[src/common/lpddr4_cfg.svh]
`ifndef LPDDR4_CFG_SVH
`define LPDDR4_CFG_SVH

// CA bus, CA0 is bit 0
`define LPDDR4_CA_W 6

`define LPDDR4_BANKS 8

`define LPDDR4_ROW_W 16

// column bits C9 to C2
`define LPDDR4_COL_W 8

`define LPDDR4_MR_W 8

// latency = base + step * code
`define LPDDR4_LAT_BASE 6

`define LPDDR4_LAT_STEP 4

`endif

[src/common/lpddr4_pkg.sv]
`include "lpddr4_cfg.svh"

package lpddr4_pkg;

    typedef logic [`LPDDR4_CA_W-1:0] ca_word_t;
    typedef logic [$clog2(`LPDDR4_BANKS)-1:0] bank_t;
    typedef logic [`LPDDR4_BANKS-1:0] bank_map_t;
    typedef logic [`LPDDR4_ROW_W-1:0] row_t;
    typedef logic [`LPDDR4_COL_W-1:0] col_t;
    typedef logic [`LPDDR4_CA_W-1:0] mr_addr_t;
    typedef logic [`LPDDR4_MR_W-1:0] mr_data_t;
    typedef logic [5:0] lat_t; // clock cycles

    typedef enum logic [3:0] {
        CMD_MPC,
        CMD_PRE,
        CMD_REF,
        CMD_SRE,
        CMD_SRX,
        CMD_WR,
        CMD_MWR,
        CMD_RD,
        CMD_MRW,
        CMD_MRR,
        CMD_ACT,
        CMD_RFU
    } cmd_kind_t;

    typedef struct packed {
        cmd_kind_t kind;
        ca_word_t  r1;
        ca_word_t  r2;
        ca_word_t  r3; // zero for two-word frames
        ca_word_t  r4;
    } ca_frame_t;

    typedef struct packed {
        cmd_kind_t             kind;
        bank_t                 bank;
        logic                  all_banks;
        logic                  auto_pre;
        row_t                  row;
        col_t                  column;
        mr_addr_t              mr_addr;
        mr_data_t              mr_data;
        logic [`LPDDR4_CA_W:0] mpc_op;
    } dec_cmd_t;

    typedef struct packed {
        mr_data_t   mr0; // raw byte
        lat_t       read_latency;
        lat_t       write_latency;
        lat_t       nwr;
        logic [1:0] burst_len;
        logic       wls;
        logic       wr_lev;
    } mr_cfg_t;

endpackage

[src/ca_capture/ca_frame_capture.sv]
`timescale 1ns/1ps
`include "lpddr4_cfg.svh"

module ca_frame_capture (
    input  logic                  ck_t,
    input  logic                  reset,
    input  logic                  cs,
    input  lpddr4_pkg::ca_word_t  ca,
    output logic                  frame_valid,
    output lpddr4_pkg::ca_frame_t frame
);

    localparam int CA5 = `LPDDR4_CA_W - 1;

    typedef enum logic [1:0] {
        ST_IDLE,
        ST_W2,
        ST_W3,
        ST_W4
    } cap_state_t;

    cap_state_t            state;
    lpddr4_pkg::ca_word_t  w1;
    lpddr4_pkg::ca_word_t  w2;
    lpddr4_pkg::ca_word_t  w3;
    lpddr4_pkg::cmd_kind_t kind;
    logic                  four_word;

    // command code is CA0 (msb) through CA4 of r1
    function automatic lpddr4_pkg::cmd_kind_t classify(input lpddr4_pkg::ca_word_t w);
        logic [4:0] code;
        code = {w[0], w[1], w[2], w[3], w[4]};
        casez (code)
            5'b00000: classify = lpddr4_pkg::CMD_MPC;
            5'b00001: classify = lpddr4_pkg::CMD_PRE;
            5'b00010: classify = lpddr4_pkg::CMD_REF;
            5'b00011: classify = lpddr4_pkg::CMD_SRE;
            5'b00100: classify = lpddr4_pkg::CMD_WR;
            5'b00101: classify = lpddr4_pkg::CMD_SRX;
            5'b00110: classify = lpddr4_pkg::CMD_MWR;
            5'b01000: classify = lpddr4_pkg::CMD_RD;
            5'b01100: classify = lpddr4_pkg::CMD_MRW;
            5'b01110: classify = lpddr4_pkg::CMD_MRR;
            5'b10???: classify = lpddr4_pkg::CMD_ACT;
            default:  classify = lpddr4_pkg::CMD_RFU;
        endcase
    endfunction

    assign kind = classify(w1);

    // length decided in ST_W2, where ca holds r2
    always_comb begin
        case (kind)
            lpddr4_pkg::CMD_WR,
            lpddr4_pkg::CMD_MWR,
            lpddr4_pkg::CMD_RD,
            lpddr4_pkg::CMD_MRR,
            lpddr4_pkg::CMD_MRW,
            lpddr4_pkg::CMD_ACT: four_word = 1'b1;
            lpddr4_pkg::CMD_MPC: four_word = w1[CA5] &&
                (ca == 6'b000111 || ca == 6'b000001 || ca == 6'b000011); // fifo / dq cal
            default:             four_word = 1'b0;
        endcase
    end

    always_ff @(posedge ck_t) begin
        if (reset) begin
            state       <= ST_IDLE;
            frame_valid <= 1'b0;
        end else begin
            frame_valid <= 1'b0;
            case (state)
                ST_IDLE: if (cs) state <= ST_W2;
                ST_W2: begin
                    if (four_word) begin
                        state <= ST_W3;
                    end else begin
                        state       <= ST_IDLE;
                        frame_valid <= 1'b1;
                    end
                end
                ST_W3: state <= ST_W4;
                ST_W4: begin
                    state       <= ST_IDLE;
                    frame_valid <= 1'b1;
                end
            endcase
        end
    end

    always_ff @(posedge ck_t) begin
        case (state)
            ST_IDLE: if (cs) w1 <= ca;
            ST_W2: begin
                w2 <= ca;
                if (!four_word) frame <= '{kind: kind, r1: w1, r2: ca, r3: '0, r4: '0};
            end
            ST_W3: w3 <= ca;
            ST_W4: frame <= '{kind: kind, r1: w1, r2: w2, r3: w3, r4: ca};
        endcase
    end

endmodule

[src/hw/cmd_field_extract.sv]
`timescale 1ns/1ps
`include "lpddr4_cfg.svh"

module cmd_field_extract (
    input  logic                  ck_t,
    input  logic                  reset,
    input  logic                  frame_valid,
    input  lpddr4_pkg::ca_frame_t frame,
    output logic                  cmd_valid,
    output lpddr4_pkg::dec_cmd_t  cmd
);

    localparam int CA5 = `LPDDR4_CA_W - 1;

    lpddr4_pkg::dec_cmd_t dec;

    always_comb begin
        dec      = '0; // unused fields stay zero
        dec.kind = frame.kind;
        case (frame.kind)
            lpddr4_pkg::CMD_PRE,
            lpddr4_pkg::CMD_REF: begin
                dec.bank      = frame.r2[2:0];
                dec.all_banks = frame.r1[CA5];
            end
            lpddr4_pkg::CMD_WR,
            lpddr4_pkg::CMD_MWR,
            lpddr4_pkg::CMD_RD: begin
                dec.bank     = frame.r2[2:0];
                dec.auto_pre = frame.r2[CA5]; // high means auto-precharge
                dec.column   = {frame.r2[4], frame.r3[CA5], frame.r4};
            end
            lpddr4_pkg::CMD_ACT: begin
                dec.bank = frame.r2[2:0];
                dec.row  = {frame.r1[CA5:2], frame.r2[CA5:4], frame.r3[CA5:2], frame.r4};
            end
            lpddr4_pkg::CMD_MRW: begin
                dec.mr_addr = frame.r2;
                dec.mr_data = {frame.r1[CA5], frame.r3[CA5], frame.r4};
            end
            lpddr4_pkg::CMD_MRR: dec.mr_addr = frame.r2;
            lpddr4_pkg::CMD_MPC: dec.mpc_op = {frame.r1[CA5], frame.r2};
            default: ; // kind only
        endcase
    end

    always_ff @(posedge ck_t) begin
        if (reset) begin
            cmd_valid <= 1'b0;
        end else begin
            cmd_valid <= frame_valid;
        end
    end

    always_ff @(posedge ck_t) begin
        if (frame_valid) cmd <= dec;
    end

endmodule

[src/hw/bank_tracker.sv]
`timescale 1ns/1ps

module bank_tracker (
    input  logic                  ck_t,
    input  logic                  reset,
    input  logic                  cmd_valid,
    input  lpddr4_pkg::dec_cmd_t  cmd,
    output lpddr4_pkg::bank_map_t open_banks
);

    always_ff @(posedge ck_t) begin
        if (reset) begin
            open_banks <= '0;
        end else if (cmd_valid) begin
            case (cmd.kind)
                lpddr4_pkg::CMD_ACT: open_banks[cmd.bank] <= 1'b1;
                lpddr4_pkg::CMD_PRE: begin
                    if (cmd.all_banks) begin
                        open_banks <= '0;
                    end else begin
                        open_banks[cmd.bank] <= 1'b0;
                    end
                end
                lpddr4_pkg::CMD_WR,
                lpddr4_pkg::CMD_MWR,
                lpddr4_pkg::CMD_RD: begin
                    if (cmd.auto_pre) open_banks[cmd.bank] <= 1'b0; // closes after burst
                end
                default: ;
            endcase
        end
    end

endmodule

[src/hw/mode_reg_shadow.sv]
`timescale 1ns/1ps
`include "lpddr4_cfg.svh"

module mode_reg_shadow (
    input  logic                 ck_t,
    input  logic                 reset,
    input  logic                 cmd_valid,
    input  lpddr4_pkg::dec_cmd_t cmd,
    output lpddr4_pkg::mr_cfg_t  mr_cfg
);

    logic [`LPDDR4_MR_W-1:0] mr0;
    logic [`LPDDR4_MR_W-1:0] mr1;
    logic [`LPDDR4_MR_W-1:0] mr2;

    function automatic lpddr4_pkg::lat_t lat_calc(input logic [2:0] code);
        lat_calc = lpddr4_pkg::lat_t'(`LPDDR4_LAT_BASE + `LPDDR4_LAT_STEP * code);
    endfunction

    always_ff @(posedge ck_t) begin
        if (reset) begin
            mr0 <= '0;
            mr1 <= '0;
            mr2 <= '0;
        end else if (cmd_valid && cmd.kind == lpddr4_pkg::CMD_MRW) begin
            case (cmd.mr_addr)
                6'd0: mr0 <= cmd.mr_data;
                6'd1: mr1 <= cmd.mr_data;
                6'd2: mr2 <= cmd.mr_data;
                default: ; // other MRs not shadowed
            endcase
        end
    end

    always_comb begin
        mr_cfg.mr0           = mr0;
        mr_cfg.read_latency  = lat_calc(mr2[2:0]);
        mr_cfg.write_latency = lat_calc(mr2[5:3]);
        mr_cfg.wls           = mr2[6]; // write latency set B
        mr_cfg.wr_lev        = mr2[7];
        mr_cfg.burst_len     = mr1[1:0];
        mr_cfg.nwr           = lat_calc(mr1[6:4]);
    end

endmodule

[src/hw/lpddr4_cmd_decoder_top.sv]
`timescale 1ns/1ps

module lpddr4_cmd_decoder_top (
    input  logic                  ck_t,
    input  logic                  reset,
    input  logic                  cs,
    input  lpddr4_pkg::ca_word_t  ca,
    output logic                  cmd_valid,
    output lpddr4_pkg::dec_cmd_t  cmd,
    output lpddr4_pkg::bank_map_t open_banks,
    output lpddr4_pkg::mr_cfg_t   mr_cfg
);

    logic                  frame_valid;
    lpddr4_pkg::ca_frame_t frame;

    // collects CA words, one frame per command
    ca_frame_capture u_ca_frame_capture (
        .ck_t        (ck_t),
        .reset       (reset),
        .cs          (cs),
        .ca          (ca),
        .frame_valid (frame_valid),
        .frame       (frame)
    );

    cmd_field_extract u_cmd_field_extract (
        .ck_t        (ck_t),
        .reset       (reset),
        .frame_valid (frame_valid),
        .frame       (frame),
        .cmd_valid   (cmd_valid),
        .cmd         (cmd)
    );

    bank_tracker u_bank_tracker (
        .ck_t       (ck_t),
        .reset      (reset),
        .cmd_valid  (cmd_valid),
        .cmd        (cmd),
        .open_banks (open_banks)
    );

    // MR0..MR2 shadow and timing
    mode_reg_shadow u_mode_reg_shadow (
        .ck_t      (ck_t),
        .reset     (reset),
        .cmd_valid (cmd_valid),
        .cmd       (cmd),
        .mr_cfg    (mr_cfg)
    );

endmodule

[config.mk]
export PLATFORM = sky130hd
export DESIGN_NAME = lpddr4_cmd_decoder_top
export DESIGN_NICKNAME = d
export VERILOG_FILES = /design/src/common/lpddr4_pkg.sv /design/src/ca_capture/ca_frame_capture.sv /design/src/hw/cmd_field_extract.sv /design/src/hw/bank_tracker.sv /design/src/hw/mode_reg_shadow.sv /design/src/hw/lpddr4_cmd_decoder_top.sv
export VERILOG_INCLUDE_DIRS = /design/src /design/src/common
export SDC_FILE = /design/constraint.sdc
export NUM_CORES = 1
export LEC_CHECK = 0
export BUFFER_PORTS_ARGS = -buffer_cell sky130_fd_sc_hd__clkbuf_2
export CAP_MARGIN = 40
export CORE_ASPECT_RATIO = 1.5
export CORE_MARGIN = 5
export CORE_UTILIZATION = 45
export CTS_CLUSTER_DIAMETER = 200
export DETAILED_ROUTE_END_ITERATION = 16
export PLACE_DENSITY = 0.65
export SKIP_CTS_REPAIR_TIMING = 1
export SYNTH_ARGS = -nofsm -noshare
export SYNTH_HDL_FRONTEND = slang
export SYNTH_SLANG_ARGS = --single-unit
[constraint.sdc]
create_clock -name ck_t -period 10.27 [get_ports ck_t]
set_clock_uncertainty 0.05 [all_clocks]
set_input_delay 0.5135 -clock ck_t [delete_from_list [all_inputs] [get_ports ck_t]]
set_output_delay 0.5135 -clock ck_t [all_outputs]
set_load 0.02 [all_outputs]
==> flow_summary.toml <==
[clocking]
cts_buffers = 17
tritoncts = "built"
clk_pin_slew_ns = 0.06
worstSkewPairLatency_ns = 0.41
htree_levels = 4
cts-root-buf = "clkbuf_16"
clockBufferDepth = 2
cts_num_sinks = 127

[global_route]
grt_max_degree = 34
grt_util_met3_pct = 4.92
grt_antenna_before_repair = 0
grt_use_total_pct = 15.3
grt_pass1_wl_um = 16300
top_usage_layer = "met2"
use_met2_pct = 27.0
grt_pass1_vias = 3148
grt.overflow.total = 0
grtUsageMet1_pct = 16.7

[worst_setup_path]
ff2ff_path_depth = 4
path_buf_inv = 0
path_cells = "or4b_4 > nor4_4 > mux2i_1 > nor2_1"
cp.required_ns = 10.49
startpoint_type = "flop"
cp-end-kind = "flop"
slowest_stage = "nor4_4"
arrival_ns = 2.48
critical_path.top_delay_family = "simple AND/OR/NAND/NOR gates"
r2r_end = "u_mode_reg_shadow.mr2[3]$_SDFFE_PP0P_"
path_class = "reg2reg"
r2r-start = "u_cmd_field_extract.cmd[52]$_DFFE_PP_"
crit_fanout = 8
cpPeakStageDelay_ns = 0.67
r2r_slack_ns = 8.01

[route]
detail-route-antenna-nets = 0
avgViaCountPerCell = 4.98
drt_iter0_drc = 134
drc = 0
routedWlPerCell_um = 15.8
postRouteWirelength_um = 10200
dr.pass1.iters = 4
vias = 3199

[power_and_ir_drop]
combPwrFrac_pct = 4.1
leakage_nw = 2.45
p_int_mw = 0.976
power_switching_mw = 0.264
clockPowerShare_pct = 48.8
p_seq_share_pct = 47.1
p_sw_share_pct = 21.3
ir_drop_mv = 0.135
cellPowerDensity_nw_per_um2 = 194

[synthesis]
ys_async_sr_fraction_pct = 0
synth_edf_count = 94
synth_top_area_cell = "edfxtp_1"
syn_inst = 380
synth_top_area_share_pct = 54.5
syn_area_per_cell_um2 = 13.6
ys_ff_latch = 127
synth.area.top_cells = "edfxtp_1 55%, dfxtp_1 13%, and2_1 6.2%"
syn-cell-area_um2 = 5170
yosysSeqAreaShare_pct = 67.3
synth_cell_type_count = 47
yosysMostFrequentCell = "edfxtp_1"
yosys_warnings = 0
synthTopCellsByCount = "94 x edfxtp_1, 51 x and2_1, 33 x dfxtp_1"
synthFlopType = "edfxtp_1"

[floorplan]
dieArea_um2 = 13800
coreArea_um2 = 11400
initial_utilization_pct = 45.4
pin_count = 102
die_h_um = 141
die_w_um = 97.6
num_rows = 48

[place]
pre_cts_slack_ns = 7.92
io_buffer_count = 95
routabilityCongestion = 0.807
dp_hpwl_um = 7280

[timing]
maxSlewViolCount = 0
hold_violations = 0
tns_ns = 0
fin_crit_sh_pct = 22.0
period_needed_ns = 2.26
worst_pin_slew_ns = 0.765
slew_headroom_pct = 48.6
setup-violations-final = 0
setup_ws_ns = 8.01
clock.fmax_mhz = 442
rsz0062_at_grt = "false"

[worst_hold_path]
hp-start = "ca[0]"
min_path_cells = 1
whs_endpoint = "u_ca_frame_capture.w2[0]$_DFFE_PN_"
hold_path_class = "in2reg"

[cells_and_area]
antenna_cells = 0
area_delta_synth_final_pct = 23.6
fin_nets = 491
fill_cells = 968
drive_gt1_share_pct = 29.9

[job]
max-cap-violations = 0

[run_status]
status = "complete, no violations"
[cells in the final DEF, fill, tap and decap left out, types with 5 or more instances in the layout]
master | synthesis | routed
mux2i_1 | 22 | 22
nand2b_1 | 6 | 6
nor3_1 | 11 | 11
clkbuf_16 | 0 | 20
nand2_1 | 5 | 5
dfxtp_1 | 33 | 32
and3_1 | 14 | 14
conb_1 | 2 | 6
clkbuf_2 | 1 | 95
and2_1 | 51 | 51
nor2_1 | 29 | 29
edfxtp_1 | 94 | 94
mux2_2 | 6 | 6
a31oi_1 | 6 | 6
a21oi_1 | 11 | 11
nor2b_1 | 14 | 14
[how the worst max path moves through the flow]
stage,to,slack [ns],start,cells after the start
floorplan,u_ca_frame_capture.frame[0]$_SDFFCE_PN0P_,6.90,u_ca_frame_capture.w1[2]$_DFFE_PP_,4
CTS,u_mode_reg_shadow.mr2[3]$_SDFFE_PP0P_,7.97,u_cmd_field_extract.cmd[52]$_DFFE_PP_,4
detailed placement,u_ca_frame_capture.frame[12]$_DFFE_PP_,7.92,ca[5],6
finish,u_mode_reg_shadow.mr2[3]$_SDFFE_PP0P_,8.01,u_cmd_field_extract.cmd[52]$_DFFE_PP_,4
global route,u_mode_reg_shadow.mr0[2]$_SDFFE_PP0P_,7.87,u_cmd_field_extract.cmd[52]$_DFFE_PP_,4
global placement,u_ca_frame_capture.frame[12]$_DFFE_PP_,7.86,u_ca_frame_capture.w1[1]$_DFFE_PP_,3
[state kept, by name (all words and copies together) (netlist names), named ones only]
| name | count |
|---|---|
| u_mode_reg_shadow.mr0 | 8 |
| u_ca_frame_capture.frame | 24 |
| u_ca_frame_capture.state | 1 |
| u_cmd_field_extract.cmd_valid | 1 |
| u_cmd_field_extract.cmd | 54 |
| u_ca_frame_capture.frame_valid | 1 |
| u_mode_reg_shadow.mr2 | 8 |
| u_bank_tracker.open_banks | 8 |
| u_ca_frame_capture.w3 | 4 |
| u_mode_reg_shadow.mr1 | 5 |
| u_ca_frame_capture.w1 | 6 |
| u_ca_frame_capture.w2 | 6 |
[stage by stage]
step	area (µm²)	power (mW)	cells	util, %	hold slack, ns
floorplan	5190	0.626	384	-	0.374
global placement	5740	0.643	607	50.3	0.423
detailed placement	5780	0.646	610	50.6	0.421
CTS	6400	1.25	642	56.1	0.295
global route	6400	1.28	642	56.1	0.296
finish	6400	1.24	642	56.1	0.308
[cells by family after synthesis]
kind of cell | after synthesis | synth area share [%]
mux | 28 | 5.56
other cells | 2 | 0.145
flops | 127 | 67.3
simple gates | 153 | 18.2
compound gates | 36 | 4.62
buf+inv | 26 | 2.64
xor+xnor | 5 | 0.846
fa+ha+maj | 3 | 0.725
[area by class of cell]
class	instances	area, µm²	area share, %
clock buffers	22	528	8.25
multi-input cells	231	1570	24.6
flip-flops and latches	127	3480	54.5
well taps	150	188	2.93
inverters	4	15.0	0.235
repair buffers	98	515	8.06
clock inverters	10	93.8	1.47
[layer usage]
| metal | vias to the layer above | wire [µm] |
|---|---|---|
| li1 | 1563 | - |
| met1 | 1543 | 4110 |
| met2 | 79 | 5420 |
| met3 | 14 | 464 |
| met4 | 0 | 175 |
| met5 | - | 0 |
[power groups by stage]
stage | Clock [mW] | Combinational (mW) | Sequential (mW)
floorplan | 0 | 0.0278 | 0.598
global placement | 0 | 0.0469 | 0.596
detailed placement | 0 | 0.0516 | 0.594
CTS | 0.615 | 0.0520 | 0.584
global route | 0.642 | 0.0556 | 0.586
finish | 0.605 | 0.0513 | 0.584
No activity file was read; power rests on OpenSTA's default activity.
